File: src/lsu_consts.svh
`ifndef LSU_CONSTS_SVH
`define LSU_CONSTS_SVH

//////////////////////////////
// Data path widths
//////////////////////////////

// One word of data and address
`define LSU_DATA_W 32

// Byte lanes per word
`define LSU_BE_W 4

//////////////////////////////
// Performance counters
//////////////////////////////

`define LSU_CNT_W 16

// Read select codes, code 3 is unused
`define LSU_CNT_LOAD  2'd0
`define LSU_CNT_STORE 2'd1
`define LSU_CNT_ERR   2'd2

`endif

File: src/lsu_pkg.sv
`default_nettype none

`include "lsu_consts.svh"

package lsu_pkg;

  // Data and address words
  typedef logic [`LSU_DATA_W-1:0] word_t;
  typedef logic [`LSU_DATA_W-1:0] addr_t;

  // One enable per byte lane
  typedef logic [`LSU_BE_W-1:0] be_t;

  // Access size
  typedef enum logic [1:0] {
    DT_WORD = 2'b00,
    DT_HALF = 2'b01,
    DT_BYTE = 2'b10
  } data_type_e;

  // Bus sequencer states
  typedef enum logic [1:0] {
    IDLE = 2'b00,
    REQ  = 2'b01,
    RESP = 2'b10,
    DONE = 2'b11
  } lsu_state_e;

endpackage

`default_nettype wire

File: src/perf_pkg.sv
`default_nettype none

`include "lsu_consts.svh"

package perf_pkg;

  // Counter value, wraps on overflow
  typedef logic [`LSU_CNT_W-1:0] cnt_t;

  // Counter read select
  typedef enum logic [1:0] {
    CNT_LOAD  = `LSU_CNT_LOAD,
    CNT_STORE = `LSU_CNT_STORE,
    CNT_ERR   = `LSU_CNT_ERR
  } cnt_sel_e;

endpackage

`default_nettype wire

File: src/lsu_align_if.sv
`timescale 1ns/1ns
`default_nettype none

interface lsu_align_if
  import lsu_pkg::*;
();

  // Access description from the sequencer
  data_type_e data_type;
  logic [1:0] offset;
  logic       sign_ext;
  word_t      wdata;
  word_t      rdata_raw;

  // Lane results from the aligner
  be_t        be;
  word_t      wdata_shifted;
  word_t      rdata_ext;
  logic       misaligned;

  modport requester (
    output data_type, offset, sign_ext, wdata, rdata_raw,
    input  be, wdata_shifted, rdata_ext, misaligned
  );

  modport aligner (
    input  data_type, offset, sign_ext, wdata, rdata_raw,
    output be, wdata_shifted, rdata_ext, misaligned
  );

endinterface

`default_nettype wire

File: src/lsu_event_if.sv
`timescale 1ns/1ns
`default_nettype none

interface lsu_event_if;

  // One-cycle completion strobes, at most one high per cycle
  logic load_done;
  logic store_done;
  logic err_done;

  modport source (
    output load_done, store_done, err_done
  );

  modport sink (
    input load_done, store_done, err_done
  );

endinterface

`default_nettype wire

File: src/lsu_align.sv
`timescale 1ns/1ns
`default_nettype none

`include "lsu_consts.svh"

module lsu_align
  import lsu_pkg::*;
(
  lsu_align_if.aligner align
);

  word_t rdata_shift;

  //////////////////////////////
  // Write side
  //////////////////////////////

  always_comb begin
    case (align.data_type)
      DT_WORD: begin
        align.be = '1;
      end
      DT_HALF: begin
        align.be = align.offset[1] ? be_t'(4'b1100) : be_t'(4'b0011);
      end
      DT_BYTE: begin
        align.be = be_t'(1) << align.offset;
      end
      default: begin
        align.be = '0;
      end
    endcase
  end

  // Move write data up to the addressed lane
  assign align.wdata_shifted = align.wdata << {align.offset, 3'b000};

  // Half-words need an even offset, words a zero offset
  assign align.misaligned = ((align.data_type == DT_HALF) && align.offset[0]) ||
                            ((align.data_type == DT_WORD) && (align.offset != 2'b00));

  //////////////////////////////
  // Read side
  //////////////////////////////

  // Bring the addressed lane down to bit 0
  assign rdata_shift = align.rdata_raw >> {align.offset, 3'b000};

  always_comb begin
    case (align.data_type)
      DT_BYTE: begin
        align.rdata_ext = {{(`LSU_DATA_W-8){align.sign_ext & rdata_shift[7]}},
                           rdata_shift[7:0]};
      end
      DT_HALF: begin
        align.rdata_ext = {{(`LSU_DATA_W-16){align.sign_ext & rdata_shift[15]}},
                           rdata_shift[15:0]};
      end
      default: begin
        align.rdata_ext = rdata_shift;
      end
    endcase
  end

endmodule

`default_nettype wire

File: src/lsu_bus_fsm.sv
`timescale 1ns/1ns
`default_nettype none

`include "lsu_consts.svh"

module lsu_bus_fsm
  import lsu_pkg::*;
(
  input  logic        clk_i,
  input  logic        rst_ni,

  // Request side
  input  logic        req_i,
  input  logic        we_i,
  input  data_type_e  type_i,
  input  logic        sign_ext_i,
  input  addr_t       addr_i,
  input  word_t       wdata_i,
  output logic        done_o,
  output word_t       rdata_o,
  output logic        err_o,
  output logic        busy_o,

  // Data bus
  output logic        data_req_o,
  input  logic        data_gnt_i,
  input  logic        data_rvalid_i,
  input  logic        data_err_i,
  input  word_t       data_rdata_i,
  output logic        data_we_o,
  output be_t         data_be_o,
  output addr_t       data_addr_o,
  output word_t       data_wdata_o,

  lsu_align_if.requester align,
  lsu_event_if.source    evt
);

  lsu_state_e state_q;
  lsu_state_e state_d;
  logic       accept;
  logic       resp_done;
  logic       we_q;
  data_type_e type_q;
  logic       sign_ext_q;
  addr_t      addr_q;
  word_t      wdata_q;
  word_t      rdata_q;
  logic       err_q;

  assign busy_o    = (state_q == REQ) || (state_q == RESP);
  assign accept    = req_i && !busy_o;
  assign resp_done = (state_q == RESP) && data_rvalid_i;

  // While not busy the aligner checks the incoming request
  assign align.data_type = busy_o ? type_q : type_i;
  assign align.offset    = busy_o ? addr_q[1:0] : addr_i[1:0];
  assign align.sign_ext  = sign_ext_q;
  assign align.wdata     = wdata_q;
  assign align.rdata_raw = data_rdata_i;

  //////////////////////////////
  // State machine
  //////////////////////////////

  always_comb begin
    state_d = state_q;
    case (state_q)
      IDLE, DONE: begin
        if (accept) begin
          // Misaligned requests never reach the bus
          state_d = align.misaligned ? DONE : REQ;
        end else begin
          state_d = IDLE;
        end
      end
      REQ: begin
        if (data_gnt_i) begin
          state_d = RESP;
        end
      end
      RESP: begin
        if (data_rvalid_i) begin
          state_d = DONE;
        end
      end
      default: begin
        state_d = IDLE;
      end
    endcase
  end

  always_ff @(posedge clk_i, negedge rst_ni) begin
    if (!rst_ni) begin
      state_q <= IDLE;
      err_q   <= 1'b0;
    end else begin
      state_q <= state_d;
      if (accept) begin
        err_q <= align.misaligned;
      end else if (resp_done) begin
        err_q <= data_err_i;
      end
    end
  end

  // Request and result payload
  always_ff @(posedge clk_i) begin
    if (accept) begin
      we_q       <= we_i;
      type_q     <= type_i;
      sign_ext_q <= sign_ext_i;
      addr_q     <= addr_i;
      wdata_q    <= wdata_i;
      rdata_q    <= '0;
    end else if (resp_done) begin
      rdata_q <= we_q ? '0 : align.rdata_ext;
    end
  end

  //////////////////////////////
  // Outputs
  //////////////////////////////

  assign data_req_o   = (state_q == REQ);
  assign data_we_o    = we_q;
  assign data_be_o    = align.be;
  assign data_addr_o  = {addr_q[`LSU_DATA_W-1:2], 2'b00};
  assign data_wdata_o = align.wdata_shifted;

  assign done_o  = (state_q == DONE);
  assign rdata_o = rdata_q;
  assign err_o   = err_q;

  // Exactly one strobe per completed access
  assign evt.err_done   = done_o && err_q;
  assign evt.load_done  = done_o && !err_q && !we_q;
  assign evt.store_done = done_o && !err_q && we_q;

endmodule

`default_nettype wire

File: src/perf_counters.sv
`timescale 1ns/1ns
`default_nettype none

module perf_counters
  import perf_pkg::*;
(
  input  logic     clk_i,
  input  logic     rst_ni,

  lsu_event_if.sink evt,

  input  cnt_sel_e cnt_sel_i,
  input  logic     cnt_clr_i,
  output cnt_t     cnt_o
);

  cnt_t load_cnt_q;
  cnt_t store_cnt_q;
  cnt_t err_cnt_q;

  //////////////////////////////
  // Counters
  //////////////////////////////

  // Clear wins over a same-cycle event
  always_ff @(posedge clk_i, negedge rst_ni) begin
    if (!rst_ni) begin
      load_cnt_q  <= '0;
      store_cnt_q <= '0;
      err_cnt_q   <= '0;
    end else if (cnt_clr_i) begin
      load_cnt_q  <= '0;
      store_cnt_q <= '0;
      err_cnt_q   <= '0;
    end else begin
      if (evt.load_done) begin
        load_cnt_q <= load_cnt_q + 1'b1;
      end
      if (evt.store_done) begin
        store_cnt_q <= store_cnt_q + 1'b1;
      end
      if (evt.err_done) begin
        err_cnt_q <= err_cnt_q + 1'b1;
      end
    end
  end

  // Read port
  always_comb begin
    case (cnt_sel_i)
      CNT_LOAD: begin
        cnt_o = load_cnt_q;
      end
      CNT_STORE: begin
        cnt_o = store_cnt_q;
      end
      CNT_ERR: begin
        cnt_o = err_cnt_q;
      end
      default: begin
        cnt_o = '0;
      end
    endcase
  end

endmodule

`default_nettype wire

File: src/lsu_top.sv
`timescale 1ns/1ns
`default_nettype none

module lsu_top
  import lsu_pkg::*;
  import perf_pkg::*;
(
  input  logic        clk_i,
  input  logic        rst_ni,

  // Request side
  input  logic        req_i,
  input  logic        we_i,
  input  data_type_e  type_i,
  input  logic        sign_ext_i,
  input  addr_t       addr_i,
  input  word_t       wdata_i,
  output logic        done_o,
  output word_t       rdata_o,
  output logic        err_o,
  output logic        busy_o,

  // Data bus
  output logic        data_req_o,
  input  logic        data_gnt_i,
  input  logic        data_rvalid_i,
  input  logic        data_err_i,
  input  word_t       data_rdata_i,
  output logic        data_we_o,
  output be_t         data_be_o,
  output addr_t       data_addr_o,
  output word_t       data_wdata_o,

  // Counter port
  input  logic [1:0]  cnt_sel_i,
  input  logic        cnt_clr_i,
  output cnt_t        cnt_o
);

  lsu_align_if i_align_if ();
  lsu_event_if i_event_if ();

  //////////////////////////////
  // Sequencer and aligner
  //////////////////////////////

  lsu_bus_fsm i_bus_fsm (
    .clk_i         ( clk_i         ),
    .rst_ni        ( rst_ni        ),
    .req_i         ( req_i         ),
    .we_i          ( we_i          ),
    .type_i        ( type_i        ),
    .sign_ext_i    ( sign_ext_i    ),
    .addr_i        ( addr_i        ),
    .wdata_i       ( wdata_i       ),
    .done_o        ( done_o        ),
    .rdata_o       ( rdata_o       ),
    .err_o         ( err_o         ),
    .busy_o        ( busy_o        ),
    .data_req_o    ( data_req_o    ),
    .data_gnt_i    ( data_gnt_i    ),
    .data_rvalid_i ( data_rvalid_i ),
    .data_err_i    ( data_err_i    ),
    .data_rdata_i  ( data_rdata_i  ),
    .data_we_o     ( data_we_o     ),
    .data_be_o     ( data_be_o     ),
    .data_addr_o   ( data_addr_o   ),
    .data_wdata_o  ( data_wdata_o  ),
    .align         ( i_align_if    ),
    .evt           ( i_event_if    )
  );

  lsu_align i_align (
    .align ( i_align_if )
  );

  //////////////////////////////
  // Counters
  //////////////////////////////

  perf_counters i_perf_counters (
    .clk_i     ( clk_i                  ),
    .rst_ni    ( rst_ni                 ),
    .evt       ( i_event_if             ),
    .cnt_sel_i ( cnt_sel_e'(cnt_sel_i)  ),
    .cnt_clr_i ( cnt_clr_i              ),
    .cnt_o     ( cnt_o                  )
  );

endmodule

`default_nettype wire

File: config.mk
export PLATFORM = sky130hd
export DESIGN_NAME = lsu_top
export DESIGN_NICKNAME = d
export VERILOG_FILES = /design/src/lsu_pkg.sv /design/src/perf_pkg.sv /design/src/lsu_align_if.sv /design/src/lsu_event_if.sv /design/src/lsu_align.sv /design/src/lsu_bus_fsm.sv /design/src/perf_counters.sv /design/src/lsu_top.sv
export VERILOG_INCLUDE_DIRS = /design/src /design/src/src
export SDC_FILE = /design/constraint.sdc
export NUM_CORES = 1
export LEC_CHECK = 0
export BUFFER_PORTS_ARGS = -buffer_cell sky130_fd_sc_hd__buf_2
export CAP_MARGIN = 20
export CORE_MARGIN = 2
export CORE_UTILIZATION = 50
export DETAILED_ROUTE_END_ITERATION = 12
export PLACE_DENSITY = 0.75
export SLEW_MARGIN = 10
export SYNTH_ARGS = -nofsm -noshare
export SYNTH_HDL_FRONTEND = slang
export SYNTH_SLANG_ARGS = --single-unit
export TNS_END_PERCENT = 5
File: constraint.sdc
create_clock -name clk_i -period 4 [get_ports clk_i]
set_clock_uncertainty 0.1 [all_clocks]
set_input_delay 0.2 -clock clk_i [delete_from_list [all_inputs] [get_ports clk_i]]
set_output_delay 0.2 -clock clk_i [all_outputs]
set_load 0.05 [all_outputs]
Word-level counts from Yosys, hierarchy flattened --
Index checks and enable logic that the tools add are counted.
Word-level totals: ROM bits 0, memories 0, RAM bits 0, latch bits 0, register bits 151, logic and storage cells 71
Operators by class: $lt $le $gt $ge 0, bitwise gates (word level) 2, multiply operators 0, eq/ne operators 9, add/subtract/negate cells 3, muxes and demuxes 20, shift-type cells 3, divide/modulo/power cells 0, reductions and logical operators 23
Operators by type and width (count):
- 2-to-1 mux 16 bit | 6
- case mux 32 bit (2 select lines) | 1
- adder 16 x 1 -> 16 bit (second input constant) | 3
- case mux 16 bit (3 select lines) | 1
- 2-to-1 mux 32 bit | 1
- << shifter 32 x 5 -> 32 bit | 1
- >> shifter 32 x 5 -> 32 bit | 1
- 2-to-1 mux 2 bit | 6
- case mux 4 bit (3 select lines) | 1
- nonzero test 2 bit | 5
- == test 2 bit (second input constant) | 4
- logical AND 1 bit | 8
- == test 2 x 1 -> 1 bit (second input constant) | 3
- logical NOT 2 bit | 3
- case mux 2 bit (3 select lines) | 1
- 2-to-1 mux 4 bit | 1
- << shifter 1 x 2 -> 4 bit (first input constant) | 1
- logical NOT 1 bit | 3
- bitwise AND 1 bit | 2
- logical OR 1 bit | 2
- 2-to-1 mux 1 bit | 2
- inequality test 2 x 1 -> 1 bit (second input constant) | 1
- inequality test 2 bit (second input constant) | 1
- AND reduction 2 bit | 1
- OR reduction 2 bit | 1

Logic depth before layout (Yosys ltp) --
depth after elaboration 9, mapped depth 10

Hierarchy --
A second synthesis with hierarchy kept.
Unflattened totals: cells, all modules 763, area total of the unflattened synthesis 8176.6 um^2
By module, submodules not included:
- lsu_bus_fsm | cells each 272, times used 1, area an instance 4134.0 um^2
- perf_counters | cells each 291, times used 1, area an instance 2692.6 um^2
- lsu_align | cells each 200, times used 1, area an instance 1350.0 um^2

Worst setup path before layout --
Ideal clock, no wire load.
path kind register -> output, from register i_bus_fsm.state_q[0], to output port data_wdata_o[18], cell stages (with the launch flop) 8, data arrival time 2.958 ns, slack 0.742 ns, path buffers 2, cell sequence dfrtp_1 > inv_1 > ha_1 > mux2i_2 > buf_4 > buf_2 > mux2i_1 > o21ai_0
On the way: cells in the longest elaborated chain, start to end 4
Ends and longest elaborated chain:
- start, declared | RTL line lsu_bus_fsm.sv:39 | lsu_state_e state_q;
- start signal, assigned | RTL line lsu_bus_fsm.sv:98 | state_q <= state_d;
- == test 2 x 1 -> 1 bit / == test 2 bit (equally long branches) | RTL line lsu_bus_fsm.sv:51 | assign busy_o = (state_q == REQ) || (state_q == RESP);
- logical OR 1 bit * | RTL line lsu_bus_fsm.sv:51
- 2-to-1 mux 2 bit * | RTL line lsu_bus_fsm.sv:57 | assign align.offset = busy_o ? addr_q[1:0] : addr_i[1:0];
- << shifter 32 x 5 -> 32 bit * | RTL line lsu_align.sv:36 | assign align.wdata_shifted = align.wdata << {align.offset, 3'b000};
- end, declared | RTL line lsu_top.sv:32 | output word_t data_wdata_o,
Mark *: on every way between the ends. The rest lies on a longest branch, timed or not.

Worst setup path after layout --
from register i_bus_fsm.state_q[0], to output port data_be_o[0]
On the way: cells in the longest elaborated chain, start to end 5
Ends and longest elaborated chain:
- == test 2 x 1 -> 1 bit / == test 2 bit (equally long branches) | RTL line lsu_bus_fsm.sv:51
- logical OR 1 bit * | RTL line lsu_bus_fsm.sv:51
- 2-to-1 mux 2 bit, on equally long branches | RTL line lsu_bus_fsm.sv:56, lsu_bus_fsm.sv:57
- == test 2 bit (tied with other cells) | RTL line lsu_align.sv:19 | case (align.data_type)
- case mux 4 bit (3 select lines) * | RTL line lsu_align.sv:19
- end, declared | RTL line lsu_top.sv:30 | output be_t data_be_o,
Marks and branches as above.

==> PnR_summary.wiki <==
{| class="wikitable"
! Metric !! Value
|-
| Outcome || finished clean
|-
| Final Max Tran Viols || 0
|-
| Period minus WS final || 3520 ps
|-
| Worst supply voltage drop on vdd || around 0.93 mV
|-
| Async SR Flop Fraction || 0.338
|-
| Final non-filler cell area || a little under 10000 um2
|-
| Residual DRC || 0
|-
| Vias in the first global route || 6487
|-
| Fin Hold WS || approximately 32 ps
|-
| Clock input transition at the sequential cells of the worst setup and hold paths || roughly 70 ps
|-
| Core outline area || 14600 um2
|-
| Power density of the placed cells || 867 nW/um2
|-
| Leakage power figure || 4.37 nW
|-
| Sequential-to-total area share from yosys stat || 0.528
|-
| Critical path startpoint category || flop
|-
| Clk sink count || 151
|-
| Most common cell on crit path || sky130_fd_sc_hd__nor2_1
|-
| Number of antenna-violating nets in the routed design || 0
|-
| Post-Synthesis Cells || 720
|-
| Routed via count || roughly 6500
|-
| Synth top cells by count || sky130_fd_sc_hd__nand2_1 (104), sky130_fd_sc_hd__edfxtp_1 (68), sky130_fd_sc_hd__nor2_1 (66)
|-
| Hold depth || 4
|-
| Synthesis-to-finish area growth || 30.7%
|-
| Detailed-placement wirelength estimate || between 10000 and 15000 um
|-
| # IOs || 230
|-
| Post-Synthesis Cell Area || 7490 um2
|-
| Vertical die dimension || 126 um
|-
| Number of design-rule violations left by the first detailed-router iteration || 540
|-
| Clock tree root driver cell || sky130_fd_sc_hd__clkbuf_16
|-
| Master of the slowest instance on the critical path || sky130_fd_sc_hd__ha_1
|-
| Final Setup Violations || 0
|-
| Power, Total || 8.49 mW
|-
| Arrival time of the worst setup path || 3220 ps
|-
| Final critical-path share of the clock period || 0.880
|-
| Die X || 126 um
|-
| CP required || 3700 ps
|-
| Number of buffers and inverters on the critical path || 3
|-
| Source-to-sink clock delay at the later pin of the worst-skew pair || about 420 ps
|-
| Filler cell count in the final layout || roughly 1100
|-
| Largest net degree at the start of global routing || 52
|-
| Post-layout nets || 1097
|-
| Total die area || 16000 um2
|-
| Fmax || 284 MHz
|-
| Fraction of synthesized cell area taken by the top area cell type || 0.272
|-
| Dominant cell by count in the synthesized netlist || sky130_fd_sc_hd__nand2_1
|-
| Post-CTS Setup Inserts || 0
|-
| Path class of the lowest-slack min-delay path || input port to flop
|-
| Initial cell density of the core || 0.514
|-
| CP max FO || 19
|-
| Total global-route track usage || 0.267
|-
| Combined area of the multi-input logic cells || ~3100 um2
|-
| Dominant delay contributor by cell family on the critical path || buffers and inverters
|-
| Total length of routed wires || roughly 21000 um
|-
| Count of antenna diodes in the layout || 0
|-
| Final count of hold timing violations || 0
|-
| Number of buffers on the longest clock path || 2
|-
| Congestion Overflow GR || 0
|-
| Worst path depth || 9
|-
| Via density per instance || 5.49
|-
| TritonCTS clock tree || yes
|-
| Number of cells on the worst reg-to-reg path || 8
|-
| Cell taking the most area after synthesis || sky130_fd_sc_hd__edfxtp_1
|-
| Worst Tran Pin Value || 1010 ps
|-
| Max Cap Viol || 0
|-
| Layout cell share with drive strength beyond 1 || 0.292
|-
| Category of the worst setup path capture point || primary output
|-
| Leading register cell type out of synthesis || sky130_fd_sc_hd__edfxtp_1
|-
| Number of different library cells in the post-synthesis netlist || 51
|-
| Average wire per standard cell || 18.1 um
|-
| Placer Congestion || about 0.94
|-
| Register bit count reported by yosys || 151
|-
| Cell Area, Placed || about 8600 um2
|-
| Normalized max-slew margin || 0.327
|-
| Initial antenna violation count || 0
|-
| Number of CTS-inserted buffers || 17
|-
| Delay of the slowest cell on the worst path || 680 ps
|-
| Wire length of the first global-routing pass || around 34000 um
|-
| Number of resized instances in the post-cts repair step || 0
|-
| Iteration count of the initial detailed-routing pass || 5
|-
| Category of the critical setup timing path || flop to primary output
|-
| Total of warnings raised by yosys || 0
|-
| Std-Cell Rows || 44
|-
| Mean post-synth cell area || 10.4 um2
|-
| Post-CTS Hold Fix Bufs || 70
|-
| Area taken by flip-flops and latches || ~4000 um2
|-
| EDFF count, synth || 68
|-
| Number of H-tree levels || 4
|-
| Top cells by area in the synthesized netlist || sky130_fd_sc_hd__edfxtp_1 (27%), sky130_fd_sc_hd__dfrtp_1 (17%), sky130_fd_sc_hd__dfxtp_1 (8.5%)
|-
| Summed negative setup slack over all endpoints || 0 ps
|-
| Number of port buffers || 227
|-
| Cells traversed along the worst timing path || inv_1 > ha_1 > mux2i_4 > buf_4 > a21oi_1 > nor2_1 > nor2_1 > nor2_1 > buf_2
|-
| Setup repair after global routing missed its margin || false
|}
layout by cell type (no fill, tap or decap), types with 25 or more instances in the layout:
cell                            instances
sky130_fd_sc_hd__mux2i_1               43
sky130_fd_sc_hd__nand2_1              104
sky130_fd_sc_hd__buf_2                227
sky130_fd_sc_hd__dfrtp_1               51
sky130_fd_sc_hd__dlygate4sd3_1         70
sky130_fd_sc_hd__o21ai_0               42
sky130_fd_sc_hd__edfxtp_1              68
sky130_fd_sc_hd__nor2_1                66
sky130_fd_sc_hd__dfxtp_1               32
sky130_fd_sc_hd__a22o_1                25
sequential cells by signal (all words and copies together), names as in the netlist:
name,count
i_bus_fsm.align.wdata,32
i_bus_fsm.err_o,1
i_perf_counters.load_cnt_q,16
i_perf_counters.err_cnt_q,16
i_perf_counters.store_cnt_q,16
i_bus_fsm.data_we_o,1
i_bus_fsm.type_q,2
i_bus_fsm.addr_q,32
i_bus_fsm.state_q,2
i_bus_fsm.align.sign_ext,1
i_bus_fsm.rdata_o,32
logic make-up after synthesis:
kind of cell	share of synthesized area
other	0.000500
AOI/OAI and AO/OA	0.113
muxes	0.0781
DFF	0.528
buffers and inverters	0.0616
and+or+nand+nor	0.158
xor gates and xnor gates	0.0432
adders and majority gates	0.0167
layer usage:
layer  GRT usage  wire length (um)
met1       0.324              8470
met2       0.455             10600
met3      0.0763              1600
met4       0.100               623
met5           0                 0
cell type report:
| type | instances | area share |
|---|---|---|
| Tap cell | 184 | 0.0235 |
| Clock buffer | 17 | 0.0434 |
| Timing Repair Buffer | 308 | 0.196 |
| Clock inverter | 15 | 0.0121 |
| Sequential cell | 151 | 0.404 |
| Inverter | 13 | 0.00498 |
| Multi-Input combinational cell | 487 | 0.316 |
worst register-to-register path, delay by kind of cell, from the launching register on:
| kind | cells | cell delay (ps) |
|---|---|---|
| multiplexers | 2 | 1040 |
| AO/OA/AOI/OAI | 3 | 450 |
| flip-flops | 1 | 390 |
| buffers and inverters | 2 | 450 |
| adder cells (fa/ha/maj) | 1 | 680 |
power breakdown:
part,internal [mW],switching [mW],leakage (nW)
clock network,0.807,0.680,0.261
registers,2.06,0.219,1.60
logic,1.22,3.50,2.50
through the flow:
step	util	instances	setup WS, ps
floorplan	-	721	742
global placement	0.586	1073	861
detailed placement	0.586	1073	819
CTS	0.672	1175	472
global route	0.672	1175	265
finish	0.672	1175	479
worst paths after layout:
check	startpoint	to	slack [ps]
hold reg to reg	i_bus_fsm.rdata_o[0]	i_bus_fsm.rdata_o[0]	370
setup reg to reg	i_bus_fsm.state_q[0]	i_bus_fsm.rdata_o[12]	800
max in group asynchronous	rst_ni	i_perf_counters.store_cnt_q[0]	3050
hold / removal	data_rdata_i[24]	i_bus_fsm.rdata_o[24]	30
min in group asynchronous	rst_ni	i_perf_counters.err_cnt_q[12]	330
setup / recovery	i_bus_fsm.state_q[0]	data_be_o[0]	480
Power figures use the tool's default switching activity.
